File: src/source/audioPkg.sv
// ~~~~~~~~~~~~~~~~~~~~~~~~~~~~~~~~~~~~~~~~~~~~~~~~~~
// shared constants of the PCM sound device
// address map, widths, rate table, bus response codes
// ~~~~~~~~~~~~~~~~~~~~~~~~~~~~~~~~~~~~~~~~~~~~~~~~~~

package audioPkg;

	// address map, device at xx09_xxxx
	localparam logic [11:0] deviceSelect = 12'h009;
	localparam logic [3:0] controlPage = 4'hF;

	// register word indices, address bits 7..2
	localparam logic [5:0] regCtrl0Index = 6'd0;
	localparam logic [5:0] regCtrl1Index = 6'd1;
	localparam logic [5:0] regPositionIndex = 6'd8;

	// sample memory, 64-bit blocks
	localparam int memDepth = 1024;
	localparam int memIndexWidth = 10;

	localparam int samplePosWidth = 13;
	localparam int sampleWidth = 12;
	localparam int levelWidth = 16;
	localparam int divWidth = 14;

	// sample period reloads for a 50 MHz clock
	localparam logic [divWidth-1:0] rateReload [0:15] = '{
		14'd6250, 14'd4535, 14'd3125, 14'd2268,
		14'd1562, 14'd1134, 14'd781, 14'd567,
		14'd390, 14'd1042, 14'd390, 14'd521,
		14'd390, 14'd390, 14'd390, 14'd390
	};

	typedef enum logic [1:0]
	{
		respReady = 2'b00,
		respOk = 2'b01
	} busResp;

	// bit positions in the 5-bit bus operation code
	localparam int opmReadBit = 3;
	localparam int opmWriteBit = 4;

	// ctrl0 field positions
	localparam int ctrlCompandBit = 0;
	localparam int ctrl16BitBit = 1;
	localparam int ctrlEnableBit = 3;
	localparam int ctrlRateLsb = 4;

	// beeper square wave levels
	localparam logic [levelWidth-1:0] beepHigh = 16'h0FFF;
	localparam logic [levelWidth-1:0] beepLow = 16'hF000;

endpackage

File: src/source/pcmSamplePlayer.sv
// ~~~~~~~~~~~~~~~~~~~~~~~~~~~~~~~~~~~~~~~~~~~~~~~~~~
// sample rate divider, position and format decode
// ~~~~~~~~~~~~~~~~~~~~~~~~~~~~~~~~~~~~~~~~~~~~~~~~~~
`timescale 1ns/1ps

module pcmSamplePlayer
(
	input logic clock,
	input logic reset,
	input logic useCompand,
	input logic use16Bit,
	input logic [3:0] rateSelect,
	input logic [63:0] block,
	output logic [audioPkg::memIndexWidth-1:0] blockIndex,
	output logic [audioPkg::samplePosWidth-1:0] samplePos,
	output logic [audioPkg::sampleWidth-1:0] sample
);
	import audioPkg::*;

	logic [divWidth-1:0] divReload;
	logic [divWidth-1:0] divCount;
	logic [7:0] byteSel;
	logic [15:0] halfSel;
	logic [2:0] exponent;
	logic [3:0] mantissa;
	logic [10:0] magnitude;
	logic [sampleWidth-1:0] companded;

	// rate lookup is registered, hence one cycle late
	always_ff @(posedge clock)
	begin
		if (reset)
			divReload <= rateReload[0];
		else
			divReload <= rateReload[rateSelect];
	end

	always_ff @(posedge clock)
	begin
		if (reset)
		begin
			divCount <= '0;
			samplePos <= '0;
		end
		else if (divCount == '0)
		begin
			divCount <= divReload;
			samplePos <= samplePos + 1'b1;
		end
		else
			divCount <= divCount - 1'b1;
	end

	// eight bytes or four halfwords per block
	assign blockIndex = use16Bit ? samplePos[11:2] : samplePos[12:3];

	always_ff @(posedge clock)
	begin
		byteSel <= block[{samplePos[2:0], 3'b000} +: 8];
		halfSel <= block[{samplePos[1:0], 4'b0000} +: 16];
	end

	// E3.M4: leading one appears from exponent 1 up
	assign exponent = byteSel[6:4];
	assign mantissa = byteSel[3:0];

	always_comb
	begin
		if (exponent == 3'd0)
			magnitude = {7'd0, mantissa};
		else
			magnitude = {6'd0, 1'b1, mantissa} << (exponent - 3'd1);
	end

	always_ff @(posedge clock)
	begin
		if (byteSel[7])
			companded <= {1'b1, ~magnitude};
		else
			companded <= {1'b0, magnitude};
	end

	// linear formats come in as offset binary, compand 16-bit is signed
	always_comb
	begin
		if (use16Bit)
			sample = {halfSel[15] ^ ~useCompand, halfSel[14:4]};
		else if (useCompand)
			sample = companded;
		else
			sample = {~byteSel[7], byteSel[6:0], 4'h0};
	end

endmodule

File: config.mk
export PLATFORM = sky130hd
export DESIGN_NAME = pcmSamplePlayer
export DESIGN_NICKNAME = d
export VERILOG_FILES = /design/src/source/audioPkg.sv /design/src/source/pcmSamplePlayer.sv
export SDC_FILE = /design/constraint.sdc
export NUM_CORES = 1
export LEC_CHECK = 0
export ABC_AREA = 1
export BUFFER_PORTS_ARGS = -buffer_cell sky130_fd_sc_hd__buf_2
export CAP_MARGIN = 20
export CORE_MARGIN = 5
export CORE_UTILIZATION = 41
export DETAILED_ROUTE_END_ITERATION = 6
export HOLD_SLACK_MARGIN = 0.02
export PLACE_DENSITY_LB_ADDON = 0.1
export SLEW_MARGIN = 30
export SYNTH_ARGS = -nofsm -noshare
export SYNTH_HDL_FRONTEND = slang
export SYNTH_SLANG_ARGS = --single-unit
File: constraint.sdc
create_clock -name clock -period 1.8 [get_ports clock]
set_clock_uncertainty 0.15 [all_clocks]
set_input_delay 0.36 -clock clock [delete_from_list [all_inputs] [get_ports clock]]
set_output_delay 0.36 -clock clock [all_outputs]
set_load 0.05 [all_outputs]
==> summary.txt <==
Final layout
  • Layout Nets: 880
  • Filler cells: 1077
  • Multi-input gate area: 2610 µm²
  • Diodes inserted: 0
  • Most frequent cells in the layout: 231 x nand2_1, 90 x buf_2, 60 x nand3_1, 58 x inv_1, 55 x dfxtp_1
  • FF+latch area: about 1500 µm²
  • Area growth, synth to finish: 26.3%
  • Commonest non-fill, non-tap cell in the layout: nand2_1
  • Design area: 5500 µm²
  • Layout cells sized above 1: 25.2%
  • Final core utilization: 53.3%
  • Final cell count without fillers: 938

STA
  • Hold_ws: 0.129 ns
  • Endpoints failing hold: 0
  • Setup violators final: 0
  • Slew HR: between 70% and 80%
  • Final Max Tran Viols: 0
  • Final Critical Period: 1.76 ns
  • Fmax: roughly 570 MHz
  • Part of the cycle the worst path needs: around 100%
  • Least-Margin Pin Slew: around 0.41 ns
  • RSZ-0062 raised after global routing: false

Place
  • Placed cells: 921
  • Post-DP HPWL: slightly above 10000 µm
  • Routability cong.: just over 0.9
  • DP Area: 5220 µm²
  • Number of port buffers: between 100 and 150

Yosys
  • FFs w/ async S/R, synth: 0%
  • Avg Inst Size Synth: 6.30 µm²
  • Syn Nets: 774
  • Top cells by area, synth: dfxtp_1 33%, nand2_1 20%, nand3_1 6.9%
  • Largest area contributor in the netlist: dfxtp_1
  • Post-synth EDFFs: 0
  • Sequential area share after synthesis: about a third
  • Ys Warns: 0
  • Main synth FF type: dfxtp_1
  • Synth cell types: 37
  • FF+latch count, synth: slightly above 70
  • Post-synth top area share: 33.1%
  • Mapped Area: 4350 µm²
  • Cells after synthesis: 691

Status
  • Status: complete, no violations

Power and ir drop
  • Leakage: 0.00270 µW
  • Pwr Density: 1520 nW/µm²
  • Worst vdd ir: 0.851 mV

Routing
  • Wire per inst: 14.4 µm
  • 1st-pass router iterations: 5
  • Final wirelength: 13500 µm
  • DR vias/cell: 5.09
  • Post-DRT Antenna Nets: 0
  • Drc violations: 0
  • Via Count: approximately 4800
  • DRC marker count from the first detailed-route iteration: between 300 and 400

Clocking
  • Root buffer cell: clkbuf_8
  • Total number of H-tree levels: 3
  • CTS sink count: 72
  • Clk Latency, worst-skew pair: between 0.3 and 0.4 ns
  • Max clock buf depth: 2
  • CTS Buf Count: 9
  • Clock slew at reported path FFs: 0.08 ns
  • Hold_buf cts: 0
  • CTS tree: built

Floorplanning
  • Ports: 107
  • Initial Util: 42.2%
  • Die ar.: 12800 µm²
  • Die H: 113 µm
  • FP Rows: 37
  • Die Wd: about 110 µm
  • Core area: 10300 µm²

Worst setup path
  • Slowest CP cell: dfxtp_2
  • R2R Path End: companded[2]
  • CP max stage delay: 0.34 ns
  • Worst Setup Start Kind: flop
  • Reg2reg start: byteSel[5]
  • R2R setup slack: 0.13 ns
  • CP Capture Point: sample[8]
  • Worst r2r path cells: 7
  • WP buf/inv: 2
  • CP required: ~1.3 ns
  • Crit path cell chain: buf_6 -> nand2_1 -> a21oi_2 -> buf_6
  • Worst path most repeated cell: buf_6
  • CP Data Arrival Time: 1.25 ns
  • Crit path max fanout: 11
  • CP endpoint kind: output pin
  • Crit. path cell count: 4
  • Crit path max-delay family: flip-flops
  • WS Path Type: flop to output pin
  • CP Launch Point: byteSel[4]

Global route
  • Grt met1 use: 27.6%
  • Global-route usage over all layers: around a fifth
  • Largest net degree at the start of global routing: 44
  • Met3 Usage GRT: ~4.6%
  • Vias in the first global route: around 4600
  • Global-route wire length before repair: 21900 µm
  • GRT met2 Usage: 33.7%
  • Initial antenna violation count: 0
  • Total grt overflow: 0
  • GRT Max-Usage Layer: met2

Hold path
  • Worst hold path class: input pin to flop

Job
  • Max-cap viol count: 0
==> per-stage QoR <==
| step | setup TNS, ns | worst slack [ns] | power [µW] |
|---|---|---|---|
| finish | 0 | 0.0417 | 8360 |
| global placement | 0 | 0.0761 | 6890 |
| global route | 0 | 0.000222 | 9080 |
| detailed placement | 0 | 0.0676 | 6940 |
| CTS | 0 | 0.000664 | 8320 |
| floorplan | -0.983 | -0.187 | 5760 |
==> worst min-delay path by stage <==
stage | slack (ns) | start | end | cells past startpoint
3_5_place_dp | 0.27 | divCount[0] | divCount[0] | 1
4_1_cts | 0.12 | block[23] | halfSel[7] | 3
6_report | 0.13 | block[23] | halfSel[7] | 3
5_1_grt | 0.13 | block[47] | halfSel[15] | 3
2_1_floorplan | 0.18 | byteSel[7] | companded[11] | 0
3_3_place_gp | 0.27 | divCount[0] | divCount[0] | 1
==> flip-flops by register name (all words and copies together) (netlist names) <==
signal and flops:
samplePos 13, divReload 13, byteSel 8, divCount 14
halfSel 12, companded 12
==> power by group <==
| part | internal (µW) | switching [µW] |
|---|---|---|
| sequential | 2170 | 322 |
| combinational | 1650 | 2920 |
| clock | 670 | 628 |
| total | 4490 | 3870 |
==> cells by family (layout without fill, tap and decap cells) <==
kind of cell             count (synthesis)  count (layout)  share of synthesized area (%)
XOR/XNOR                                11              11                           2.21
AO/OA/AOI/OAI                          134             134                           17.2
AND/OR/NAND/NOR                        366             366                           35.0
adder cells (fa/ha/maj)                 11              11                           3.16
buffers and inverters                   97             208                           9.31
flip-flops                              72              72                           33.1
==> synthesized netlist by cell type (2+ instances only) <==
master    number
xor2_1        10
nor2_2         4
buf_2         12
clkbuf_1      19
buf_6          2
nand2_1      236
o21ai_1        2
nand3_1       60
buf_4          3
dfxtp_1       72
nand3_2        3
ha_1          11
o21ai_0       43
inv_1         59
a32oi_1        3
nor2_1        47
nor3_1         2
o211ai_1       8
nand4_1        7
a31oi_1       13
a22oi_1        2
nand2_2        3
a22o_1         2
a21oi_1       55
==> tightest hold or removal path, cell delays in order <==
cell and delay, ns:
buf_2 0.11, nand2_1 0.06, a31oi_1 0.07
==> layout make-up <==
class / instances / area share [%]
clock inverters: 6 / 1.07
flip-flops and latches: 72 / 26.6
repair buffers: 131 / 15.1
well taps: 136 / 3.09
inverters: 61 / 4.16
clock buffers: 10 / 2.50
multi-input cells: 522 / 47.5
==> repair_timing <==
action	in CTS	in global routing
setup endpoints to repair	14	20
cloned	0	0
setup buffers	0	1
gates resized for setup	23	16
pin swaps	0	1
==> layer usage <==
layer  vias to the layer above  part of all wire (%)
met1                      2125                    47
met2                       161                    44
li1                       2469                     -
met3                        19                   7.1
met4                         0                   2.0
met5                         -                     0
(Power assumes the default switching activity.)
