`src/source/audioPkg.sv`:
```
// ~~~~~~~~~~~~~~~~~~~~~~~~~~~~~~~~~~~~~~~~~~~~~~~~~~
// shared constants of the PCM sound device
// address map, widths, rate table, bus response codes
// ~~~~~~~~~~~~~~~~~~~~~~~~~~~~~~~~~~~~~~~~~~~~~~~~~~

package audioPkg;

	// address map, device at xx09_xxxx
	localparam logic [11:0] deviceSelect = 12'h009;
	localparam logic [3:0] controlPage = 4'hF;

	// register word indices, address bits 7..2
	localparam logic [5:0] regCtrl0Index = 6'd0;
	localparam logic [5:0] regCtrl1Index = 6'd1;
	localparam logic [5:0] regPositionIndex = 6'd8;

	// sample memory, 64-bit blocks
	localparam int memDepth = 1024;
	localparam int memIndexWidth = 10;

	localparam int samplePosWidth = 13;
	localparam int sampleWidth = 12;
	localparam int levelWidth = 16;
	localparam int divWidth = 14;

	// sample period reloads for a 50 MHz clock
	localparam logic [divWidth-1:0] rateReload [0:15] = '{
		14'd6250, 14'd4535, 14'd3125, 14'd2268,
		14'd1562, 14'd1134, 14'd781, 14'd567,
		14'd390, 14'd1042, 14'd390, 14'd521,
		14'd390, 14'd390, 14'd390, 14'd390
	};

	typedef enum logic [1:0]
	{
		respReady = 2'b00,
		respOk = 2'b01
	} busResp;

	// bit positions in the 5-bit bus operation code
	localparam int opmReadBit = 3;
	localparam int opmWriteBit = 4;

	// ctrl0 field positions
	localparam int ctrlCompandBit = 0;
	localparam int ctrl16BitBit = 1;
	localparam int ctrlEnableBit = 3;
	localparam int ctrlRateLsb = 4;

	// beeper square wave levels
	localparam logic [levelWidth-1:0] beepHigh = 16'h0FFF;
	localparam logic [levelWidth-1:0] beepLow = 16'hF000;

endpackage

```
`src/source/pcmBusRegs.sv`:
```
// ~~~~~~~~~~~~~~~~~~~~~~~~~~~~~~~~~~~~~~~~~~~~~~~~~~
// bus request register, decode and control registers
// ~~~~~~~~~~~~~~~~~~~~~~~~~~~~~~~~~~~~~~~~~~~~~~~~~~
`timescale 1ns/1ps

module pcmBusRegs
(
	input logic clock,
	input logic reset,
	input logic [31:0] busAddr,
	input logic [31:0] busInData,
	input logic [4:0] busOpm,
	output logic [31:0] busOutData,
	output audioPkg::busResp busOK,
	input logic [audioPkg::samplePosWidth-1:0] samplePos,
	output logic memWrite,
	output logic [audioPkg::memIndexWidth-1:0] memIndex,
	output logic memBank,
	output logic [31:0] memData,
	output logic useCompand,
	output logic use16Bit,
	output logic outEnable,
	output logic [3:0] rateSelect,
	output logic [15:0] beepReload
);
	import audioPkg::*;

	logic [31:0] reqAddr;
	logic [31:0] reqInData;
	logic [4:0] reqOpm;
	logic [31:0] ctrl0;
	logic [31:0] ctrl1;
	logic devSelected;
	logic ctrlSelected;
	logic memSelected;
	logic isRead;
	logic isWrite;
	logic [5:0] regIndex;
	logic [31:0] readData;

	// request is taken in one cycle before decoding
	always_ff @(posedge clock)
	begin
		reqAddr <= busAddr;
		reqInData <= busInData;
		if (reset)
			reqOpm <= '0;
		else
			reqOpm <= busOpm;
	end

	assign devSelected = (reqAddr[27:16] == deviceSelect);
	assign ctrlSelected = (reqAddr[15:12] == controlPage);
	assign memSelected = (reqAddr[15:14] == 2'b00);
	assign isRead = devSelected && reqOpm[opmReadBit];
	assign isWrite = devSelected && reqOpm[opmWriteBit];
	assign regIndex = reqAddr[7:2];

	// 64-bit block, address bit 2 picks the half
	assign memWrite = isWrite && memSelected;
	assign memIndex = reqAddr[12:3];
	assign memBank = reqAddr[2];
	assign memData = reqInData;

	always_ff @(posedge clock)
	begin
		if (reset)
		begin
			ctrl0 <= '0;
			ctrl1 <= '0;
		end
		else if (isWrite && ctrlSelected)
		begin
			if (regIndex == regCtrl0Index)
				ctrl0 <= reqInData;
			if (regIndex == regCtrl1Index)
				ctrl1 <= reqInData;
		end
	end

	always_comb
	begin
		readData = '0;
		if (isRead && ctrlSelected)
		begin
			case (regIndex)
				regCtrl0Index: readData = ctrl0;
				regCtrl1Index: readData = ctrl1;
				regPositionIndex: readData = {{(32 - samplePosWidth){1'b0}}, samplePos};
				default: readData = '0;
			endcase
		end
	end

	// response lands two cycles after the request
	always_ff @(posedge clock)
	begin
		busOutData <= readData;
		if (reset)
			busOK <= respReady;
		else if (isRead || isWrite)
			busOK <= respOk;
		else
			busOK <= respReady;
	end

	assign useCompand = ctrl0[ctrlCompandBit];
	assign use16Bit = ctrl0[ctrl16BitBit];
	assign outEnable = ctrl0[ctrlEnableBit];
	assign rateSelect = ctrl0[ctrlRateLsb +: 4];
	assign beepReload = ctrl1[15:0];

	// a memory write traces back to a selected write on the bus
	assert property (@(posedge clock) disable iff (reset)
		memWrite |-> $past(busAddr[27:16] == deviceSelect && busOpm[opmWriteBit]));

endmodule

```
`config.mk`:
```
export PLATFORM = sky130hd
export DESIGN_NAME = pcmBusRegs
export DESIGN_NICKNAME = d
export VERILOG_FILES = /design/src/source/audioPkg.sv /design/src/source/pcmBusRegs.sv
export SDC_FILE = /design/constraint.sdc
export NUM_CORES = 1
export LEC_CHECK = 0
export BUFFER_PORTS_ARGS = -buffer_cell sky130_fd_sc_hd__buf_2
export CORE_ASPECT_RATIO = 0.8
export CORE_UTILIZATION = 44
export DETAILED_ROUTE_END_ITERATION = 10
export MAX_ROUTING_LAYER = met4
export PLACE_DENSITY = 0.81
export SYNTH_ARGS = -nofsm -noshare
export SYNTH_HDL_FRONTEND = slang
export SYNTH_SLANG_ARGS = --single-unit
```
`constraint.sdc`:
```
create_clock -name clock -period 2.07 [get_ports clock]
set_input_delay 0.207 -clock clock [delete_from_list [all_inputs] [get_ports clock]]
set_output_delay 0.207 -clock clock [all_outputs]
set_load 0.03 [all_outputs]
```
==> impl_metrics.ini <==
[pwr]
pwr-share-comb_pct = 5.4
power_frac_seq_pct = 48.2
p_per_area_nw_per_um2 = 863.1
power.internal_w = 0.005035
switching_share_pct = 22.61
p_switching_w = 0.001471
pwr-share-clk_pct = 46.4
p_leak_nw = 3.006
peakVddDrop_uv = 764.5

[sta]
rsz0062_at_grt = yes
setup_violations = 97
relSlewSlack_pct = 58.53
min_period_over_period_pct = 117.7
setup_tns_ns = -17.47
setup_ws_ns = -0.3662
final.setup_skew_ns = 0.006972
post-route-min-period_ns = 2.436
finalMaxSlewViolations = 0
max_slew.worst_pin.slew_ns = 0.6220
hold_viol = 0
fmax_mhz = 410.5

[place]
portBuffers = 174
place_congestion = 0.7502
dpl-instance-area_um2 = 6023
pre_cts_slack_ns = -0.1218
place_hpwl_um = 8662

[logic_synthesis]
yosysUniqueCellTypes = 26
yosys_warnings = 0
synth_top_area_share_pct = 60.62
ys_ff_latch = 157
seq_area_frac_synth_pct = 60.62
syn_avg_cell_area_um2 = 9.801
synthTopCellsByArea = dfxtp_1 61%, a21oi_1 7.5%, nand3_1 6.5%
synth_area_um2 = 5185
syn-num-nets = 613
netlist_instances = 529
yosys.area.top_type = dfxtp_1

[critical_path]
cp_top_family = simple AND/OR/NAND/NOR gates
cp_max_fo = 2
cp.depth = 5
cp.arrival_ns = 2.23
crit_path_top_delay_cell = or4_4
critPathLaunchType = flop
crit_chain = or4_4, buf_6, or3_4, nor4b_4, buf_4
path_class = flop to output pin
crit_path_end_kind = output pin
critical_path_required_ns = 1.86
reg2reg_depth = 6
cp_num_buf_inv = 2
cp_slowest_stage_delay_ns = 0.54

[grt]
grt_max_degree = 65
grt_pass1_vias = 4698
antenna_found_initial = 0
overflow = 0
grt_usage_pct = 25.37
grt_pass1_wl_um = 22780

[clock_network]
cts_tree = done
cts.root.buffer_cell = clkbuf_16
clk_latency_ns = 0.41
cts.reportedPaths.clkPinSlew_ns = 0.06
cts_sinks = 157
htree_levels = 4
cts_made_buffers = 17
clk_path_buf_depth = 2

[floorplan]
start_util_pct = 45.02
fp.dieH_um = 99.10
core_um2 = 11520
dieArea_um2 = 12220
die_w_um = 123.4
placementRows = 35
ios = 185

[route]
vias_per_cell = 5.365
drc = 0
drt_iter0_drc = 346
first_pass_iters = 5
wl_per_cell_um = 17.20
vias = 4807
totalWireLength_um = 15410
postRouteAntennaNets = 0

[run_status]
outcome = finished with violations
violations = negative setup slack

[flow_run]
cap_violations = 0

[cells_and_area]
nets = 819
diodes = 0
final_area_um2 = 7537
area_delta_synth_final_pct = 45.37
drive_above_1_share_pct = 36.63

[hold_path]
hold_depth = 2
hp-class = input pin to flop
-- flip-flops by register name (all words and copies together), names as in the netlist --
signal	count
reqAddr	26
memData	32
reqOpm	2
ctrl1	32
busOutData	32
ctrl0	32
busOK	1
-- layout by cell type (no fill, tap or decap), drive strengths merged, types with 2 or more instances in the layout --
cell         count
a21oi           78
a22oi           32
and3             2
buf            202
bufinv           2
clkbuf          22
clkinv           6
clkinvlp         3
dfxtp          157
dlygate4sd3     58
inv              2
nand2           14
nand3           67
nor2            21
nor2b            3
nor3             2
nor4             2
o21ai           64
or4              4
-- metal layers --
| layer | GRT usage (%) | vias up | wire length (µm) |
|---|---|---|---|
| met5 | - | - | 0 |
| li1 | - | 2258 | - |
| met3 | 6.365 | 31 | 1140 |
| met1 | 29.26 | 2263 | 6166 |
| met4 | 10.10 | 0 | 310 |
| met2 | 42.11 | 255 | 7793 |
-- power groups by stage --
stage          clock (W)  sequential [W]  combinational, W
5_1_grt          0.00322         0.00314          0.000373
4_1_cts          0.00307         0.00313          0.000344
3_3_place_gp           0         0.00319          0.000251
3_5_place_dp           0         0.00320          0.000258
2_1_floorplan          0         0.00325         0.0000741
6_report         0.00302         0.00313          0.000354
-- cell families after synthesis --
kind of cell | synth area share [%]
AND/OR/NAND/NOR | 11.78
buffers and inverters | 9.194
flip-flops | 60.62
other | 0.07232
AO/OA/AOI/OAI | 18.34
-- timing repair --
| action | CTS | global route |
|---|---|---|
| cloned | 1 | 3 |
| hold endpoints to repair | 58 | 0 |
| endpoints found under the setup margin | 65 | 95 |
| pin swaps | 2 | 2 |
| resized for setup | 16 | 43 |
| setup buffers | 2 | 4 |
| hold buffers | 58 | 0 |
-- worst paths after layout --
check,from,to,slack [ns]
hold / removal,busOpm[4],reqOpm[4]$_SDFF_PP0_,0.02
setup reg to reg,reqAddr[20]$_DFF_P_,ctrl0[2]$_SDFFE_PP0P_,-0.26
hold reg to reg,ctrl0[2]$_SDFFE_PP0P_,busOutData[2]$_SDFF_PN0_,0.46
setup / recovery,reqAddr[22]$_DFF_P_,memWrite,-0.37
-- layout make-up --
| type | instances | area, µm² |
|---|---|---|
| multi-input combinational | 296 | 1758 |
| clock buffer | 19 | 432.9 |
| tap | 148 | 185.2 |
| clock inverter | 13 | 141.4 |
| fill | 879 | 3980 |
| sequential | 157 | 3143 |
| timing repair buffer | 263 | 1877 |
-- synthesized netlist by cell type --
cell,count
a21oi_1,78
a22oi_1,32
and2_0,1
and3_1,2
buf_2,3
buf_4,38
buf_6,6
clkbuf_1,29
conb_1,1
dfxtp_1,157
nand2_1,14
nand3_1,67
nand4_1,1
nand4bb_1,1
nor2_1,21
nor2b_1,3
nor3_1,2
nor3b_1,1
nor4_1,1
nor4_2,1
nor4b_1,1
o21ai_0,4
o21ai_1,60
or3_1,1
or4_1,2
or4_4,2
-- through the flow --
stage	util, %	instances	power, W	hold slack, ns
after CTS	63.10	889	0.006540	0.004433
after global placement	52.30	796	0.003445	0.3089
final	65.44	896	0.006506	0.01569
after detailed placement	52.30	796	0.003454	0.3106
after floorplan	-	529	0.003326	0.2347
after global routing	65.44	896	0.006728	0.01968
Note: power is estimated with default switching activity, not from simulation.
