--- src/source/audioPkg.sv ---
// ~~~~~~~~~~~~~~~~~~~~~~~~~~~~~~~~~~~~~~~~~~~~~~~~~~
// shared constants of the PCM sound device
// address map, widths, rate table, bus response codes
// ~~~~~~~~~~~~~~~~~~~~~~~~~~~~~~~~~~~~~~~~~~~~~~~~~~

package audioPkg;

	// address map, device at xx09_xxxx
	localparam logic [11:0] deviceSelect = 12'h009;
	localparam logic [3:0] controlPage = 4'hF;

	// register word indices, address bits 7..2
	localparam logic [5:0] regCtrl0Index = 6'd0;
	localparam logic [5:0] regCtrl1Index = 6'd1;
	localparam logic [5:0] regPositionIndex = 6'd8;

	// sample memory, 64-bit blocks
	localparam int memDepth = 1024;
	localparam int memIndexWidth = 10;

	localparam int samplePosWidth = 13;
	localparam int sampleWidth = 12;
	localparam int levelWidth = 16;
	localparam int divWidth = 14;

	// sample period reloads for a 50 MHz clock
	localparam logic [divWidth-1:0] rateReload [0:15] = '{
		14'd6250, 14'd4535, 14'd3125, 14'd2268,
		14'd1562, 14'd1134, 14'd781, 14'd567,
		14'd390, 14'd1042, 14'd390, 14'd521,
		14'd390, 14'd390, 14'd390, 14'd390
	};

	typedef enum logic [1:0]
	{
		respReady = 2'b00,
		respOk = 2'b01
	} busResp;

	// bit positions in the 5-bit bus operation code
	localparam int opmReadBit = 3;
	localparam int opmWriteBit = 4;

	// ctrl0 field positions
	localparam int ctrlCompandBit = 0;
	localparam int ctrl16BitBit = 1;
	localparam int ctrlEnableBit = 3;
	localparam int ctrlRateLsb = 4;

	// beeper square wave levels
	localparam logic [levelWidth-1:0] beepHigh = 16'h0FFF;
	localparam logic [levelWidth-1:0] beepLow = 16'hF000;

endpackage

--- src/source/pcmMixer.sv ---
// ~~~~~~~~~~~~~~~~~~~~~~~~~~~~~~~~~~~~~~~~~~~~~~~~~~
// beeper, level scaling and saturation to PWM level
// ~~~~~~~~~~~~~~~~~~~~~~~~~~~~~~~~~~~~~~~~~~~~~~~~~~
`timescale 1ns/1ps

module pcmMixer
(
	input logic clock,
	input logic reset,
	input logic tick1MHz,
	input logic [audioPkg::sampleWidth-1:0] sample,
	input logic [15:0] beepReload,
	output logic [audioPkg::levelWidth-1:0] pwmLevel
);
	import audioPkg::*;

	logic tickReg;
	logic [15:0] beepReload1;
	logic [15:0] beepReload2;
	logic beepEna1;
	logic beepEna2;
	logic [15:0] beepCount;
	logic beepBit;
	logic [levelWidth-1:0] pcmVal;
	logic [levelWidth-1:0] mixVal;
	logic [levelWidth-1:0] mixSum;

	// beeper setup through two delay stages
	always_ff @(posedge clock)
	begin
		if (reset)
		begin
			tickReg <= 1'b0;
			beepReload1 <= '0;
			beepReload2 <= '0;
			beepEna1 <= 1'b0;
			beepEna2 <= 1'b0;
			beepCount <= '0;
			beepBit <= 1'b0;
		end
		else
		begin
			tickReg <= tick1MHz;
			beepReload1 <= beepReload;
			beepReload2 <= beepReload1;
			beepEna1 <= (beepReload != '0);
			beepEna2 <= beepEna1;
			if (tickReg)
			begin
				if (beepCount == '0)
				begin
					beepCount <= beepReload2;
					beepBit <= ~beepBit;
				end
				else
					beepCount <= beepCount - 1'b1;
			end
		end
	end

	// widen by repeating the top nibble
	always_ff @(posedge clock)
	begin
		pcmVal <= {sample, sample[sampleWidth-1 -: 4]};
		mixSum <= mixVal;
	end

	always_comb
	begin
		mixVal = {{2{pcmVal[levelWidth-1]}}, pcmVal[levelWidth-1:2]};
		if (beepEna2)
			mixVal = beepBit ? beepHigh : beepLow;
	end

	// signed sum to unsigned level, clipped outside +-8K
	always_comb
	begin
		case (mixSum[15:13])
			3'b000: pwmLevel = {1'b1, mixSum[12:0], 2'b00};
			3'b111: pwmLevel = {1'b0, mixSum[12:0], 2'b00};
			3'b001, 3'b010, 3'b011: pwmLevel = '1;
			default: pwmLevel = '0;
		endcase
	end

endmodule

--- config.mk ---
export PLATFORM = sky130hd
export DESIGN_NAME = pcmMixer
export DESIGN_NICKNAME = d
export VERILOG_FILES = /design/src/source/audioPkg.sv /design/src/source/pcmMixer.sv
export SDC_FILE = /design/constraint.sdc
export NUM_CORES = 1
export LEC_CHECK = 0
export ABC_AREA = 1
export CAP_MARGIN = 20
export CORE_ASPECT_RATIO = 1.5
export CORE_MARGIN = 3
export CORE_UTILIZATION = 40
export DETAILED_ROUTE_END_ITERATION = 10
export DONT_BUFFER_PORTS = 1
export PLACE_DENSITY_LB_ADDON = 0.3
export SLEW_MARGIN = 25
export SYNTH_ARGS = -nofsm -noshare
export SYNTH_HDL_FRONTEND = slang
export SYNTH_SLANG_ARGS = --single-unit
--- constraint.sdc ---
create_clock -name clock -period 2.4 [get_ports clock]
set_clock_uncertainty 0.1 [all_clocks]
set_input_delay 0.48 -clock clock [delete_from_list [all_inputs] [get_ports clock]]
set_output_delay 0.48 -clock clock [all_outputs]
set_load 0.005 [all_outputs]
==> PnR_summary.wiki, run 1 <==
{| class="wikitable"
! Metric !! Value
|-
| Outcome || finished, final reports clean
|-
| Number of pins exceeding their max-slew limit in the final report || 0
|-
| Required @ worst endpoint || 2540 ps
|-
| # nets final || 410
|-
| CTS root buf || clkbuf_8
|-
| GRT Util Overall || 13.91%
|-
| Number of antenna diodes || 0
|-
| Largest buffer count on any clock path || 2
|-
| Unique cell type count in the Yosys netlist || 32
|-
| # DRC || 0
|-
| Post-DRT Antenna Nets || 0
|-
| Synthesized cell area || 3023 µm²
|-
| Clock transition at path regs || 80 ps
|-
| Placed Instance Area || 3039 µm²
|-
| Cts-stage hold buffer count || 0
|-
| Start point of the critical path || beepCount[0]
|-
| Final Hold Violating Endpoints || 0
|-
| Number of buffers added by the clock tree synthesis step || 9
|-
| Pleak || 1.532 nW
|-
| Number of port buffers || 0
|-
| RR Startpoint || beepCount[0]
|-
| Total negative slack for setup checks || 0 ps
|-
| Worst-skew pair later-pin latency || 350 ps
|-
| Share of the yosys chip area belonging to registers || 51.66%
|-
| Type of the worst min-delay path || in2reg
|-
| Post-CTS Resized || 0
|-
| Vias in the first global route || 2082
|-
| Global route overflow || 0
|-
| Unrepaired setup endpoints after global routing || false
|-
| DP Wirelength || 4014 µm
|-
| CTS H-tree lvls || 3
|-
| Slowest Stage Delay on Critical Path || 320 ps
|-
| Final worst-path cycle share || 73.08%
|-
| Post-synthesis sequential element count || 78
|-
| Mean post-synth cell area || 7.731 µm²
|-
| Shortest period the worst path allows || 1754 ps
|-
| Via density per instance || 4.448
|-
| Maximum fanout count along the critical path || 15
|-
| Critical path arrival || 1900 ps
|-
| Number of post-CTS setup repair buffers || 0
|-
| Number of antenna violations at the first check in global routing || 0
|-
| Iteration-0 DRC count of the detailed router || 147
|-
| Drt first pass iters || 4
|-
| # rows || 38
|-
| Routed wire length || 5511 µm
|-
| Layout cell share with drive strength beyond 1 || 8.901%
|-
| Startpoint of the lowest-slack hold path || sample[9]
|-
| TritonCTS clock tree || yes
|-
| Largest net degree at the start of global routing || 48
|-
| Signed area change from the synthesized netlist to the final layout || 6.043%
|-
| Kind of end point of the critical path || register
|-
| Count of vias placed by the detailed router || 2144
|-
| CTS Sinks || 78
|-
| Vertical die dimension || 112.5 µm
|-
| Max Freq || 0.5702 GHz
|-
| Initial core utilization || 41.55%
|-
| Total power per unit cell area || 1164 nW/µm²
|-
| IR drop worst, VDD || 558.7 µV
|-
| Wire length of the first global-routing pass || 9349 µm
|-
| Cell Chain, Critical Path || inv_1 > ha_1 > nand2_1 > nor2_4 > nand2_4 > or2_0 > a21oi_1 > nor2_1
|-
| Die area || 8658 µm²
|-
| X dimension of the die || 76.98 µm
|-
| Setup-violating endpoint count in the final report || 0
|-
| CP max-delay cell || dfxtp_1
|-
| Detailed-route wire length per cell || 11.43 µm
|-
| Warnings from Yosys || 0
|-
| Final instance area || 3206 µm²
|-
| Number of maximum-capacitance constraint violations || 0
|-
| Critical Setup Path Class || reg2reg
|-
| Top-level I/O count || 47
|-
| Final weighted congestion in routability-driven placement || 0.9001
|-
| Post-Synthesis Cells || 391
|-
| Crit start category || register
|-
| Placeable core region || 7274 µm²
|}
==> per-stage QoR <==
step                      instances  hold slack (ps)  total power, W  util (%)  setup slack [ps]
after floorplan                 392            288.3        0.002718         -             892.0
after global placement          466            291.5        0.002911     41.78             746.3
after detailed placement        466            294.8        0.002933     41.78             687.2
after CTS                       482            41.75        0.003763     44.07             650.4
after global routing            482            21.40        0.004032     44.07             483.3
final                           482            56.19        0.003730     44.07             646.2
==> state kept, by name (all words and copies together) (netlist names) <==
| name | flops |
|---|---|
| beepCount | 16 |
| beepReload1 | 16 |
| beepReload2 | 16 |
| mixSum | 14 |
| pcmVal | 12 |
| beepBit | 1 |
| beepEna1 | 1 |
| beepEna2 | 1 |
| tickReg | 1 |
==> critical path: cells and delay by family, from the launching register on <==
kind	cells	cell delay (ps)
and+or+nand+nor	5	750
AOI/OAI and AO/OA	1	120
buffers and inverters	1	140
adders and majority gates	1	210
DFF	1	320
==> layout make-up <==
class | instances | area (µm²)
Multi-Input combinational cell | 219 | 1090
Timing Repair Buffer | 1 | 7.507
Fill cell | 730 | 4069
Clock inverter | 6 | 38.79
Inverter | 68 | 255.2
Sequential cell | 78 | 1562
Tap cell | 100 | 125.1
Clock buffer | 10 | 127.6
==> worst paths after layout <==
check | end | cells past startpoint | slack [ps]
min | pcmVal[13] | 0 | 60
min reg2reg | beepReload2[9] | 2 | 300
max | beepCount[11] | 8 | 650
max reg2reg | beepCount[11] | 8 | 650
==> synthesized netlist by cell type, drive strengths merged <==
cell	number	share of area (%)
dfxtp	78	52
nand2	69	9.1
nor2	69	10
inv	68	8.4
nand3	25	4.6
clkbuf	20	2.5
o21a	11	2.7
o21ai	11	1.8
a21oi	10	1.9
buf	7	1.5
nand3b	4	0.99
nand4	4	0.83
a31oi	3	0.62
nor3	3	0.50
ha	2	0.83
nor4	2	0.41
o211ai	2	0.50
and2	1	0.21
conb	1	0.12
or2	1	0.21
==> cell families (layout without fill, tap and decap cells) <==
| logic type | after synthesis | in the layout | synth area share (%) |
|---|---|---|---|
| adder cells (fa/ha/maj) | 2 | 2 | 0.8277 |
| buffers and inverters | 95 | 85 | 12.42 |
| flip-flops | 78 | 78 | 51.66 |
| AND/OR/NAND/NOR | 178 | 178 | 27.40 |
| AO/OA/AOI/OAI | 37 | 37 | 7.575 |
| other | 1 | 2 | 0.1241 |
==> layer usage <==
| metal | vias up | global-route usage (%) | part of all wire (%) |
|---|---|---|---|
| li1 | 1148 | - | - |
| met1 | 950 | 13.95 | 41 |
| met2 | 35 | 25.44 | 53 |
| met3 | 11 | 4.093 | 3.1 |
| met4 | 0 | 7.601 | 2.3 |
| met5 | - | 0 | 0 |
==> power breakdown <==
group | internal [W] | switching, W
clock network | 0.000371 | 0.000457
logic | 0.000466 | 0.000870
registers | 0.00144 | 0.000129
==> cells in the final DEF, fill, tap and decap left out, types with 3 or more instances in the layout <==
master,n
clkbuf_8,9
nor2_1,61
nand3b_1,4
clkinv_2,3
nand2_1,66
o21a_1,11
a21oi_1,8
inv_1,66
nand3_2,3
nand3_1,22
nand4_1,4
dfxtp_1,78
a31oi_1,3
o21ai_0,10
nor3_1,3
nor2_2,4
(Power assumes the default switching activity.)
==> run 2, diff against run 1 <==
Clock period 2.4 ns to 1.6 ns, I/O delays scaled along.
==> PnR_summary.wiki, run 2 (synthesis results as in run 1) <==
{| class="wikitable"
! Metric !! Value
|-
| Maximum fanout count along the critical path || 8
|-
| Signed area change from the synthesized netlist to the final layout || 24.17%
|-
| # DRC || 0
|-
| Critical path arrival || 1650 ps
|-
| Kind of end point of the critical path || register
|-
| Largest buffer count on any clock path || 2
|-
| Logic gate share of total power || 40.3%
|-
| CTS Sinks || 78
|-
| X dimension of the die || 76.98 µm
|-
| Worst-skew pair later-pin latency || 340 ps
|-
| Multi-input gate area || 1160 µm²
|-
| Placed instance count || 478
|-
| Wire length of the first global-routing pass || 10210 µm
|-
| Sw power || 0.002406 W
|-
| Crit start category || register
|-
| Critical Setup Path Class || reg2reg
|-
| Placeable core region || 7274 µm²
|-
| Number of antenna violations at the first check in global routing || 0
|-
| Number of buffers added by the clock tree synthesis step || 9
|-
| Final worst-path cycle share || 94.94%
|-
| GRT Util Overall || 15.06%
|-
| # nets final || 455
|-
| Register cell area after layout || 1567 µm²
|-
| Unrepaired setup endpoints after global routing || true
|-
| Die area || 8658 µm²
|-
| Placed Instance Area || 3129 µm²
|-
| Slowest Stage Delay on Critical Path || 350 ps
|-
| Final weighted congestion in routability-driven placement || 0.8881
|-
| Initial core utilization || 41.55%
|-
| Number of maximum-capacitance constraint violations || 0
|-
| Global route overflow || 0
|-
| CP max-delay cell || dfxtp_1
|-
| Number of pins exceeding their max-slew limit in the final report || 0
|-
| Vias in the first global route || 2266
|-
| Cell Chain, Critical Path || nor2_2 > nand2_2 > nor2_8 > nand2_8 > or2_0 > a21oi_1 > nor2_1
|-
| Final instance area || 3754 µm²
|-
| Outcome || finished, final reports clean
|-
| Top-level I/O count || 47
|-
| # rows || 38
|-
| Commonest cells after routing, fill and taps aside || 74 x dfxtp_1, 64 x inv_1, 62 x nand2_1
|-
| TritonCTS clock tree || yes
|-
| Layout filler cell count || 667
|-
| Drt first pass iters || 5
|-
| Biggest regs || beepCount x16, beepReload1 x16, beepReload2 x16
|-
| Slew margin rel. || 65.55%
|-
| Slew of the pin with the lowest slew margin || 512.0 ps
|-
| CTS root buf || clkbuf_8
|-
| Detailed-route wire length per cell || 11.88 µm
|-
| Top Family by Delay on Critical Path || simple AND/OR/NAND/NOR gates
|-
| DP Wirelength || 4032 µm
|-
| Switching power as a share of total power || 36.34%
|-
| Vertical die dimension || 112.5 µm
|-
| Commonest non-fill, non-tap cell in the layout || dfxtp_1
|-
| Clock transition at path regs || 70 ps
|-
| Via density per instance || 4.494
|-
| Iteration-0 DRC count of the detailed router || 128
|-
| Internal cell power || 0.004215 W
|-
| Max Freq || 0.6583 GHz
|-
| IR drop worst, VDD || 879.1 µV
|-
| Setup-violating endpoint count in the final report || 0
|-
| Number of antenna diodes || 0
|-
| Required @ worst endpoint || 1740 ps
|-
| Count of vias placed by the detailed router || 2364
|-
| Total power per unit cell area || 1764 nW/µm²
|-
| Buffer and inverter count on the worst path || 0
|-
| Number of port buffers || 0
|-
| Largest net degree at the start of global routing || 44
|-
| Pleak || 1.768 nW
|-
| CTS H-tree lvls || 3
|-
| Final Hold Violating Endpoints || 0
|-
| Sequential group share of total power || 35.2%
|-
| Layout cell share with drive strength beyond 1 || 15.73%
|-
| Post-DRT Antenna Nets || 0
|-
| Power Total || 0.006621 W
|-
| Type of the worst min-delay path || in2reg
|-
| Shortest period the worst path allows || 1519 ps
|-
| Clock network fraction of design power || 24.4%
|-
| Routed wire length || 6248 µm
|-
| Count of placed standard cells in the final layout, fillers left out || 526
|}
-- run 2: cell types whose count changed in the layout (fill, tap and decap cells not counted), sizes merged --
cell         delta
dlygate4sd3    +27
buf            +17
clkinv          -4
bufinv          +2
clkbuf          +2
clkinvlp        -1
nor2            +1
-- run 2: final timing paths --
path | cells after the start | slack (ps) | start | end
setup / recovery | 7 | 80 | beepCount[11] | beepCount[11]
hold / removal | 2 | 20 | beepReload[0] | beepReload1[0]
setup reg to reg | 7 | 80 | beepCount[11] | beepCount[11]
hold reg to reg | 2 | 300 | beepReload1[5] | beepReload2[5]
-- run 2: layer usage --
| metal | track usage [%] | routed length (µm) | part of all wire [%] | up-vias |
|---|---|---|---|---|
| li1 | - | - | - | 1242 |
| met1 | 15.90 | 2540 | 41 | 1045 |
| met2 | 26.08 | 3207 | 51 | 58 |
| met3 | 3.531 | 215 | 3.4 | 19 |
| met4 | 10.69 | 285 | 4.6 | 0 |
| met5 | 0 | 0 | 0 | - |
-- run 2: what timing repair did --
| item | CTS | global route |
|---|---|---|
| setup buffers | 0 | 4 |
| endpoints found under the hold margin | 55 | 0 |
| setup endpoints to repair | 0 | 16 |
| resized for setup | 0 | 24 |
| hold buffers | 28 | 0 |
-- run 2: power groups by stage --
stage / clock network (W) / logic [W] / registers (W)
finish: 0.00162 / 0.00267 / 0.00233
global route: 0.00175 / 0.00298 / 0.00235
CTS: 0.00166 / 0.00233 / 0.00231
detailed placement: 0 / 0.00224 / 0.00235
global placement: 0 / 0.00222 / 0.00235
floorplan: 0 / 0.00176 / 0.00232
-- run 2: layout make-up --
class | count | share of cell area (%)
inverter | 68 | 6.867
clock inverter | 3 | 1.800
sequential | 78 | 41.73
tap | 100 | 3.333
multi-input combinational | 220 | 30.90
clock buffer | 12 | 4.133
timing repair buffer | 45 | 11.23
-- run 2: stage by stage --
stage | setup WS [ps] | utilization, % | hold WS, ps | TNS [ps]
after floorplan | 92.01 | - | 247.7 | 0
after global placement | 70.27 | 43.02 | 247.8 | 0
after detailed placement | 53.51 | 43.02 | 247.8 | 0
after CTS | 45.04 | 50.07 | 2.011 | 0
after global routing | -17.84 | 51.60 | 11.66 | -17.84
final | 80.98 | 51.60 | 22.30 | 0
