===== config.mk =====
export PLATFORM = sky130hd
export DESIGN_NAME = deltaSigmaPwm
export DESIGN_NICKNAME = d
export VERILOG_FILES = /design/src/source/audioPkg.sv /design/src/source/deltaSigmaPwm.sv
export SDC_FILE = /design/constraint.sdc
export NUM_CORES = 1
export LEC_CHECK = 0
export ABC_AREA = 1
export ABC_CLOCK_PERIOD_IN_PS = 2090
export BUFFER_PORTS_ARGS = -buffer_cell sky130_fd_sc_hd__buf_2
export CAP_MARGIN = 20
export CORE_UTILIZATION = 56
export DETAILED_ROUTE_END_ITERATION = 8
export PLACE_DENSITY_LB_ADDON = 0.2
export SKIP_LAST_GASP = 1
export SYNTH_ARGS = -nofsm -noshare
export SYNTH_HDL_FRONTEND = slang
export SYNTH_SLANG_ARGS = --single-unit

===== constraint.sdc =====
create_clock -name clock -period 2.09 [get_ports clock]
set_input_delay 0.418 -clock clock [delete_from_list [all_inputs] [get_ports clock]]
set_output_delay 0.418 -clock clock [all_outputs]
set_load 0.05 [all_outputs]

===== src/source/audioPkg.sv =====
// ~~~~~~~~~~~~~~~~~~~~~~~~~~~~~~~~~~~~~~~~~~~~~~~~~~
// shared constants of the PCM sound device
// address map, widths, rate table, bus response codes
// ~~~~~~~~~~~~~~~~~~~~~~~~~~~~~~~~~~~~~~~~~~~~~~~~~~

package audioPkg;

	// address map, device at xx09_xxxx
	localparam logic [11:0] deviceSelect = 12'h009;
	localparam logic [3:0] controlPage = 4'hF;

	// register word indices, address bits 7..2
	localparam logic [5:0] regCtrl0Index = 6'd0;
	localparam logic [5:0] regCtrl1Index = 6'd1;
	localparam logic [5:0] regPositionIndex = 6'd8;

	// sample memory, 64-bit blocks
	localparam int memDepth = 1024;
	localparam int memIndexWidth = 10;

	localparam int samplePosWidth = 13;
	localparam int sampleWidth = 12;
	localparam int levelWidth = 16;
	localparam int divWidth = 14;

	// sample period reloads for a 50 MHz clock
	localparam logic [divWidth-1:0] rateReload [0:15] = '{
		14'd6250, 14'd4535, 14'd3125, 14'd2268,
		14'd1562, 14'd1134, 14'd781, 14'd567,
		14'd390, 14'd1042, 14'd390, 14'd521,
		14'd390, 14'd390, 14'd390, 14'd390
	};

	typedef enum logic [1:0]
	{
		respReady = 2'b00,
		respOk = 2'b01
	} busResp;

	// bit positions in the 5-bit bus operation code
	localparam int opmReadBit = 3;
	localparam int opmWriteBit = 4;

	// ctrl0 field positions
	localparam int ctrlCompandBit = 0;
	localparam int ctrl16BitBit = 1;
	localparam int ctrlEnableBit = 3;
	localparam int ctrlRateLsb = 4;

	// beeper square wave levels
	localparam logic [levelWidth-1:0] beepHigh = 16'h0FFF;
	localparam logic [levelWidth-1:0] beepLow = 16'hF000;

endpackage


===== src/source/deltaSigmaPwm.sv =====
// ~~~~~~~~~~~~~~~~~~~~~~~~~~~~~~~~~~~~~~~~~~~~~~~~~~
// first-order delta-sigma and output delay line
// ~~~~~~~~~~~~~~~~~~~~~~~~~~~~~~~~~~~~~~~~~~~~~~~~~~
`timescale 1ns/1ps

module deltaSigmaPwm
(
	input logic clock,
	input logic reset,
	input logic outEnable,
	input logic [audioPkg::levelWidth-1:0] pwmLevel,
	output logic [1:0] pwmOut,
	output logic pwmEna
);
	import audioPkg::*;

	logic [levelWidth-1:0] accum;
	logic [levelWidth-1:0] accumNext;
	logic carry;
	logic [1:0] outBits;
	// enable and both output bits per stage
	logic [2:0] stage [4];

	assign {carry, accumNext} = {1'b0, accum} + {1'b0, pwmLevel};
	assign outBits = outEnable ? {carry, carry} : 2'b11;

	always_ff @(posedge clock)
	begin
		if (reset)
		begin
			accum <= '0;
			for (int i = 0; i < 4; i++)
				stage[i] <= 3'b011;
		end
		else
		begin
			accum <= accumNext;
			stage[0] <= {outEnable, outBits};
			for (int i = 1; i < 4; i++)
				stage[i] <= stage[i-1];
		end
	end

	assign pwmEna = stage[3][2];
	assign pwmOut = stage[3][1:0];

	// mono output drives both pins alike
	assert property (@(posedge clock) disable iff (reset) pwmOut[0] == pwmOut[1]);

endmodule


==> results of run 1 <==
-- layer usage --
| metal | track usage | vias to the layer above |
|---|---|---|
| met2 | 0.359 | 16 |
| met3 | 0.0417 | 5 |
| met1 | 0.280 | 584 |
| li1 | - | 773 |
| met5 | 0 | - |
| met4 | 0.0983 | 0 |
-- cells in the final DEF (no fill, tap or decap), types with 5 or more instances in the layout --
cell type / Yosys / routed
nand2_1: 73 / 73
inv_1: 45 / 45
nor2_1: 30 / 30
dfxtp_1: 24 / 24
buf_2: 0 / 21
ha_1: 16 / 16
a21oi_1: 15 / 15
nand3_1: 8 / 8
o21ai_0: 7 / 7
nand2_2: 5 / 5
-- metrics by stage --
stage / instances / total power (W) / hold slack [ps] / utilization
finish: 292 / 0.00178 / 317 / 0.681
CTS: 292 / 0.00178 / 302 / 0.681
global placement: 288 / 0.00141 / 389 / 0.661
floorplan: 240 / 0.00127 / 388 / -
global route: 292 / 0.00194 / 317 / 0.681
detailed placement: 288 / 0.00142 / 398 / 0.661
-- path summary, 6_finish.rpt --
path                                  to              startpoint  slack [ps]
setup / recovery    accum[10]$_SDFF_PP0_     accum[0]$_SDFF_PP0_         470
hold / removal    stage[0][2]$_SDFF_PP0_               outEnable         320
setup reg to reg    accum[10]$_SDFF_PP0_     accum[0]$_SDFF_PP0_         470
hold reg to reg   stage[1][2]$_SDFF_PP0_  stage[0][2]$_SDFF_PP0_         410
-- flip-flops by register name, indices dropped and copies added, names as in the netlist --
register / count
stage: 8
accum: 16
-- layout make-up --
class | instances | area [um2]
clock buffer | 3 | 22.5
clock inverter | 1 | 30.0
fill | 244 | 811
inverter | 45 | 169
multi-input combinational | 168 | 890
sequential | 24 | 480
tap | 30 | 37.5
timing repair buffer | 21 | 105
-- cells by family (layout without fill, tap and decap cells) --
group,Yosys count,count (layout),synth area share
adder cells (fa/ha/maj),17,17,0.141
flip-flops,24,24,0.308
buffers and inverters,48,70,0.120
AND/OR/NAND/NOR,128,128,0.353
AO/OA/AOI/OAI,23,23,0.0763
-- power breakdown --
group	switching (W)	internal, W
Sequential	0.0000313	0.000558
Combinational	0.000536	0.000303
Clock	0.000162	0.000194
Total	0.000730	0.00106
-- worst max-delay path: cells and delay by family (launching register included) --
kind | cells | cell delay (ps)
adders and majority gates | 2 | 580
DFF | 1 | 330
and+or+nand+nor | 9 | 680
==> reports/results.md, run 1 <==
- run status: completed
- top metal layer carrying routed signals: met4
- power density of the placed cells: 1030 nW/um2
- number of global-route vias before repair: 1141
- final design area excluding fillers: 1730 um2
- wire length of the first global-routing pass: 4.62 mm
- count of warnings emitted by yosys: 0
- min-delay worst type: primary input to flip-flop
- number of unique standard cell types used by synthesis: 20
- Remaining DRCs: 0
- clock transition time at the flip-flop clock pins of the worst setup and hold paths: 150 ps
- actual transition at the worst max-transition pin: 429 ps
- final antenna diode count: 0
- Tcrit/Tclk final: 0.777
- CP max FO: 4
- final-report max-slew violation count: 0
- Setup-failing EPs final: 0
- largest net degree at the start of global routing: 15
- Clock Sink Count: 24
- final sum of negative setup slack: 0 ps
- die width: 54.7 um
- CTS hold repair buffers: 0
- Top cell by count, worst path: nand2_1
- layout cell share with drive strength beyond 1: 0.149
- routed vias/inst: 4.72
- final RePlAce weighted congestion: 0.864
- summed instance area of the synthesized netlist: 1560 um2
- Final HPWL DP: 2.23 mm
- number of enable flip-flop cells after synthesis: 0
- final critical path time including I/O delays and setup: 1620 ps
- ranking of synthesized cells by area: dfxtp_1, nand2_1, ha_1
- Max Fclk: 616 MHz
- CTS root buffer: clkbuf_4
- number of antenna violations at the first check in global routing: 0
- Tot GR Track Use: 0.221
- floorplan die height: 54.7 um
- gate count after technology mapping: 240
- Mean Syn Cell Area: 6.49 um2
- Port Buf Inserts: 21
- count of maximum capacitance violations: 0
- CTS tree: yes
- routed wire length per instance: 9.98 um
- crit start category: flip-flop
- post-place setup slack: 231 ps
- synthesis-to-layout area growth: 11.3%
- worst-case clock buffer depth: 2
- wire length after detailed routing: 2.92 mm
- fraction of the yosys area taken by sequential cells: 0.308
- length of routed met2 wiring: 1.28 mm
- worst-case clock skew: 5.54 ps
- Critical-path top delay cell: fa_1
- count leader, synth: nand2_1
- later-pin clock latency in the skew report: 330 ps
- post-route met1 wirelength: 1.52 mm
- total die area: 3000 um2
- fraction of registers with async set/reset: 0
- DR iter-0 viols: 22
- list of cells traversed by the critical path: ha_1 > fa_1 > nand2_1 > nand2_1 > nand3b_1 > nand2_1 > nand2_1 > nand2_1 > nand2_1 > nand2_1 > nor2_1
- number of nets in the final layout: 299
- total I/O pin count: 22
- number of buffers added by the clock tree synthesis step: 3
- Core Region: 2540 um2
- final worst setup slack: 467 ps
- number of failing hold endpoints at the final stage: 0
- H-tree levels: 1
- RSZ-0062 raised after global routing: false
- Static Leak: 1.01 nW
- count of instances resized after the clock tree is built: 0
- via count: 1378
- worst hold path stage count: 3
- residual antenna-violating net count after detailed routing: 0
- VDD IR max: 0.000645 V
- count of standard-cell rows: 18
- CP endpoint kind: flip-flop
- portion of synthesized cell area occupied by the leading cell type: 0.308
- Post-CTS Setup Inserts: 0
- starting density of the core: 0.612
- Arr. time, crit path: 1910 ps
- FF-to-FF path depth: 11
- cell type with the largest total area after synthesis: dfxtp_1
- Post-synth top cells: nand2_1, inv_1, nor2_1
- met3 wire length: 64 um
- synthesized flop and latch total: 24
- Mapped Nets: 276
- total grt overflow: 0
- slowest stage delay, CP: 380 ps
- Pre-Repair DR Iteration Count: 4
- flip-flop cell with the highest count after synthesis: dfxtp_1
- Slew headroom: 0.714
- critical setup path kind: flip-flop to flip-flop
- worst endpoint required time: 2380 ps
- placed cell area: 1680 um2
No activity file was read; power rests on OpenSTA's default activity.
==> inputs of run 2 (changes only) <==
ABC_CLOCK_PERIOD_IN_PS = 1500   (was 2090)
clock period = 1.5 ns   (was 2.09 ns; I/O delays follow)
==> reports/results.md, run 2 (synthesis results as in run 1) <==
- run status: finished with violations, was completed
- failing checks: negative setup slack
- final critical path time including I/O delays and setup: 1500 ps, was 1620 ps
- final worst setup slack: -2.79 ps, was 467 ps
- crit start category: flip-flop, unchanged
- RSZ-0062 raised after global routing: true, was false
- later-pin clock latency in the skew report: 330 ps, about the same
- min-delay worst type: primary input to flip-flop, unchanged
- power density of the placed cells: 1420 nW/um2, was 1030 nW/um2
- post-place setup slack: -163 ps, was 231 ps
- final design area excluding fillers: 1960 um2, was 1730 um2
- layout cell share with drive strength beyond 1: 0.256, was 0.149
- Pre-Repair DR Iteration Count: 4, unchanged
- largest net degree at the start of global routing: 15, unchanged
- Arr. time, crit path: 1790 ps, was 1910 ps
- largest register by flop count: accum, unchanged
- routed vias/inst: 4.82, was 4.72
- wire length after detailed routing: 3.09 mm, was 2.92 mm
- largest registers: accum x16, stage x8, unchanged
- Seq pwr share: 0.303, was 0.330
- via count: 1461, was 1378
- total die area: 3000 um2, unchanged
- critical setup path kind: flip-flop to flip-flop, unchanged
- worst-case clock buffer depth: 2, unchanged
- most frequent standard cell in the layout excluding fill and tap cells: nand2_1, unchanged
- Static Leak: 1.07 nW, was 1.01 nW
- non-filler cells, final: 303, was 292
- combinational share of power: 0.522, was 0.470
- floorplan die height: 54.7 um, unchanged
- r2r setup slk: -3 ps, was 470 ps
- actual transition at the worst max-transition pin: 262 ps, was 429 ps
- Max Fclk: 665 MHz, was 616 MHz
- highest-count cells in the layout ignoring fill and taps: nand2_1, inv_1, nor2_1, unchanged
- CTS root buffer: clkbuf_4, unchanged
- Final HPWL DP: 2.24 mm, was 2.23 mm
- origin of the worst min-delay path: outEnable, unchanged
- worst endpoint required time: 1780 ps, was 2380 ps
- number of nets in the final layout: 310, was 299
- residual antenna-violating net count after detailed routing: 0, unchanged
- final antenna diode count: 0, unchanged
- count of maximum capacitance violations: 0, unchanged
- Port Buf Inserts: 21, unchanged
- final-report max-slew violation count: 0, unchanged
- CP max FO: 4, unchanged
- final sum of negative setup slack: -2.79 ps, was 0 ps
- CTS hold repair buffers: 0, unchanged
- met3 wire length: 97 um, was 64 um
- final RePlAce weighted congestion: 0.841, was 0.864
- starting density of the core: 0.612, unchanged
- number of fill cells: 204, was 244
- synthesis-to-layout area growth: 26.1%, was 11.3%
- number of global-route vias before repair: 1133, was 1141
- placed cell area: 1760 um2, was 1680 um2
- Core Region: 2540 um2, unchanged
- CTS tree: yes, unchanged
- clock transition time at the flip-flop clock pins of the worst setup and hold paths: 150 ps, about the same
- Tcrit/Tclk final: 1.00, was 0.777
- VDD IR max: 0.000943 V, was 0.000645 V
- worst hold slack: 179 ps, was 317 ps
- CP startpoint: accum[0]$_SDFF_PP0_, unchanged
- number of failing hold endpoints at the final stage: 0, unchanged
- wire length of the first global-routing pass: 4.51 mm, was 4.62 mm
- flip-flop count of the largest register after layout: 16, unchanged
- total I/O pin count: 22, unchanged
- DR iter-0 viols: 37, was 22
- clock share of power: 0.175, was 0.200
- placed instance count: 298, was 288
- number of buffers added by the clock tree synthesis step: 3, unchanged
- Tot GR Track Use: 0.211, was 0.221
- post-route met1 wirelength: 1.45 mm, was 1.52 mm
- total grt overflow: 0, unchanged
- count of standard-cell rows: 18, unchanged
- design internal power: 0.00169 W, was 0.00106 W
- power spent charging and discharging nets: 0.00110 W, was 0.000730 W
- Setup-failing EPs final: 1, was 0
- H-tree levels: 1, unchanged
- CP endpoint kind: flip-flop, unchanged
- switching fraction of total power: 0.395, was 0.409
- length of routed met2 wiring: 1.50 mm, was 1.28 mm
- die width: 54.7 um, unchanged
- Slew headroom: 0.825, was 0.714
- number of antenna violations at the first check in global routing: 0, unchanged
- Remaining DRCs: 0, unchanged
- worst-case clock skew: 9.09 ps, was 5.54 ps
- routed wire length per instance: 10.2 um, was 9.98 um
- Clock Sink Count: 24, unchanged
- startpoint of the worst register-to-register path: accum[0]$_SDFF_PP0_, unchanged
- top metal layer carrying routed signals: met4, unchanged
-- run 2: cell count changes in the layout (fill, tap and decap cells not counted), moves of 4 or more --
cell     delta
nand2_2     +4
ha_4        +9
ha_1       -10
nand2_1     -5
buf_4      +11
-- run 2: worst paths after layout --
path	endpoint	depth (start not counted)
setup reg to reg	accum[10]$_SDFF_PP0_	11
setup / recovery	accum[10]$_SDFF_PP0_	11
hold reg to reg	stage[3][2]$_SDFF_PP0_	2
hold / removal	stage[0][2]$_SDFF_PP0_	3
-- run 2: metal layers --
metal	global-route usage	vias to the layer above
met4	0.0769	0
li1	-	798
met3	0.0333	7
met2	0.373	38
met5	0	-
met1	0.252	618
-- run 2: layout make-up --
class	count	area (um2)	area share
Clock buffer	3	22.5	0.0115
Timing Repair Buffer	32	188	0.0955
Sequential cell	24	482	0.245
Tap cell	30	37.5	0.0191
Clock inverter	1	30.0	0.0153
Multi-Input combinational cell	168	1040	0.527
Inverter	45	169	0.0860
-- run 2: what timing repair did --
item                                    in CTS  in global routing
resized for setup                            2                 18
pin swaps                                    1                  3
endpoints found under the setup margin       2                 12
buffers inserted                             0                  1
-- run 2: power by group through the flow --
stage | sequential, W | clock, W | combinational (W)
floorplan | 0.000827 | 0 | 0.000940
global placement | 0.000832 | 0 | 0.00126
detailed placement | 0.000834 | 0 | 0.00127
CTS | 0.000820 | 0.000487 | 0.00129
global route | 0.000863 | 0.000512 | 0.00164
finish | 0.000848 | 0.000489 | 0.00146
-- run 2: stage by stage --
stage | util | power, W
2_1_floorplan | - | 0.00177
3_3_place_gp | 0.692 | 0.00209
3_5_place_dp | 0.692 | 0.00211
4_1_cts | 0.715 | 0.00259
5_1_grt | 0.772 | 0.00302
6_report | 0.772 | 0.00279
-- run 2: critical path, stage by stage, from the launching register on --
cell,delay (ps)
dfxtp_2,350
ha_4,150
fa_2,340
nand2_2,90
nand2_1,60
nand3b_1,100
nand2_2,80
nand2_1,60
nand2_1,60
nand2_1,50
nand2_1,40
nor2_1,90
==> inputs of run 3 (changes only) <==
==> constraint.sdc (replaced) <==
create_clock -name clock -period 1.5 [get_ports clock]
set_input_delay 0.075 -clock clock [delete_from_list [all_inputs] [get_ports clock]]
set_output_delay 0.075 -clock clock [all_outputs]
set_load 0.05 [all_outputs]
==> reports/results.md, run 3 (synthesis results as in run 1) <==
- run status: finished with violations, unchanged
- failing checks: negative setup slack, unchanged
- Core Region: 2540 um2, unchanged
- worst-case clock skew: 2.23 ps, was 9.09 ps
- number of buffers added by the clock tree synthesis step: 3, unchanged
- CP max FO: 4, unchanged
- Clock Sink Count: 24, unchanged
- largest net degree at the start of global routing: 15, unchanged
- residual antenna-violating net count after detailed routing: 0, unchanged
- RSZ-0062 raised after global routing: true, unchanged
- worst endpoint required time: 1770 ps, was 1780 ps
- worst hold slack: 8.77 ps, was 179 ps
- CP startpoint: accum[0]$_SDFF_PP0_, unchanged
- combinational share of power: 0.497, was 0.522
- routed vias/inst: 4.82, about the same
- Port Buf Inserts: 21, unchanged
- VDD IR max: 0.00115 V, was 0.000943 V
- count of standard-cell rows: 18, unchanged
- Max Fclk: 654 MHz, was 665 MHz
- min-delay worst type: primary input to flip-flop, unchanged
- die width: 54.7 um, unchanged
- flip-flop count of the largest register after layout: 16, unchanged
- CTS root buffer: clkbuf_4, unchanged
- worst hold path stage count: 2, was 3
- Slew headroom: 0.700, was 0.825
- number of failing hold endpoints at the final stage: 0, unchanged
- total grt overflow: 0, unchanged
- Post-CTS Setup Inserts: 0, unchanged
- largest registers: accum x16, stage x8, unchanged
- final antenna diode count: 0, unchanged
- Remaining DRCs: 0, unchanged
- largest register by flop count: accum, unchanged
- design internal power: 0.00158 W, was 0.00169 W
- power density of the placed cells: 1410 nW/um2, was 1420 nW/um2
- crit start category: flip-flop, unchanged
- Tot GR Track Use: 0.208, was 0.211
- highest-count cells in the layout ignoring fill and taps: nand2_1, inv_1, nor2_1, unchanged
- critical setup path kind: flip-flop to flip-flop, unchanged
- final core utilization: 0.738, was 0.772
- Pre-Repair DR Iteration Count: 4, unchanged
- count of maximum capacitance violations: 0, unchanged
- Arr. time, crit path: 1800 ps, was 1790 ps
- floorplan die height: 54.7 um, unchanged
- number of nets in the final layout: 300, was 310
- power spent charging and discharging nets: 0.00106 W, was 0.00110 W
- FF-to-FF path depth: 11, unchanged
- CTS tree: yes, unchanged
- synthesis-to-layout area growth: 20.6%, was 26.1%
- layout cell share with drive strength beyond 1: 0.209, was 0.256
- final critical path time including I/O delays and setup: 1530 ps, was 1500 ps
- number of antenna violations at the first check in global routing: 0, unchanged
- Tcrit/Tclk final: 1.02, was 1.00
- number of fill cells: 226, was 204
- later-pin clock latency in the skew report: 320 ps, was 330 ps
- clock transition time at the flip-flop clock pins of the worst setup and hold paths: 140 ps, was 150 ps
- post-place setup slack: -62.8 ps, was -163 ps
- via count: 1412, was 1461
- total die area: 3000 um2, unchanged
- area of all sequential standard cells: 482 um2, unchanged
- Static Leak: 1.01 nW, was 1.07 nW
- most frequent standard cell in the layout excluding fill and tap cells: nand2_1, unchanged
- final worst setup slack: -29.1 ps, was -2.79 ps
- starting density of the core: 0.612, unchanged
- area of the multi-input gates: 1020 um2, was 1040 um2
- final-report max-slew violation count: 0, unchanged
- Final HPWL DP: 2.23 mm, was 2.24 mm
- CP endpoint kind: flip-flop, unchanged
- Setup-failing EPs final: 2, was 1
- wire length of the first global-routing pass: 4.42 mm, was 4.51 mm
- final RePlAce weighted congestion: 0.860, was 0.841
- routed wire length per instance: 10.1 um, was 10.2 um
- switching fraction of total power: 0.402, was 0.395
- wire length after detailed routing: 2.96 mm, was 3.09 mm
- H-tree levels: 1, unchanged
- actual transition at the worst max-transition pin: 449 ps, was 262 ps
- origin of the worst min-delay path: reset, was outEnable
- number of global-route vias before repair: 1117, was 1133
- DR iter-0 viols: 36, was 37
- total I/O pin count: 22, unchanged
- clock share of power: 0.183, was 0.175
- worst-case clock buffer depth: 2, unchanged
- startpoint of the worst register-to-register path: accum[0]$_SDFF_PP0_, unchanged
- Seq pwr share: 0.320, was 0.303
run 3: changes by cell type in the layout (fill, tap and decap cells not counted), sizes merged:
cell,delta
dlygate4sd3,+1
buf,-11
run 3: worst paths after layout:
kind	slack, ps	end
worst min-delay path	9	accum[0]$_SDFF_PP0_
worst max-delay path	-30	accum[10]$_SDFF_PP0_
worst min register to register	410	stage[3][2]$_SDFF_PP0_
worst max register to register	-30	accum[10]$_SDFF_PP0_
run 3: per-stage QoR:
| stage | std cells | power [W] | area, um2 | TNS [ps] |
|---|---|---|---|---|
| 2_1_floorplan | 240 | 0.00177 | 1560 | 0 |
| 3_3_place_gp | 288 | 0.00197 | 1690 | -2.09 |
| 3_5_place_dp | 288 | 0.00200 | 1690 | -101 |
| 4_1_cts | 293 | 0.00250 | 1760 | -49.4 |
| 5_1_grt | 293 | 0.00286 | 1880 | -349 |
| 6_report | 293 | 0.00265 | 1880 | -35.3 |
run 3: per-layer routing:
| metal | track usage | part of all wire | vias up |
|---|---|---|---|
| li1 | - | - | 781 |
| met1 | 0.245 | 0.46 | 599 |
| met2 | 0.363 | 0.49 | 28 |
| met3 | 0.0500 | 0.042 | 4 |
| met4 | 0.0684 | 0.0095 | 0 |
| met5 | 0 | 0 | - |
run 3: power groups by stage:
stage | clock network [W] | logic (W) | registers, W
2_1_floorplan | 0 | 0.000940 | 0.000827
3_3_place_gp | 0 | 0.00114 | 0.000832
3_5_place_dp | 0 | 0.00117 | 0.000836
4_1_cts | 0.000496 | 0.00118 | 0.000821
5_1_grt | 0.000517 | 0.00148 | 0.000861
6_report | 0.000484 | 0.00132 | 0.000846
run 3: layout make-up:
cell class / count / share of cell area
flip-flops and latches: 24 / 0.256
clock buffers: 3 / 0.0120
inverters: 45 / 0.0899
repair buffers: 22 / 0.0613
multi-input cells: 168 / 0.544
clock inverters: 1 / 0.0160
well taps: 30 / 0.0200
run 3: critical path, stage by stage (launching register included):
cell and delay [ps]:
dfxtp_2 350, ha_4 160, fa_2 340, nand2_2 90
nand2_1 60, nand3b_1 100, nand2_2 70, nand2_1 60
nand2_1 60, nand2_1 60, nand2_1 40, nor2_1 100
run 3: timing repair:
| action | CTS | global route |
|---|---|---|
| hold endpoints to repair | 1 | 0 |
| resized for setup | 3 | 15 |
| endpoints found under the setup margin | 6 | 11 |
| pin swaps | 1 | 0 |
| hold buffers | 1 | 0 |
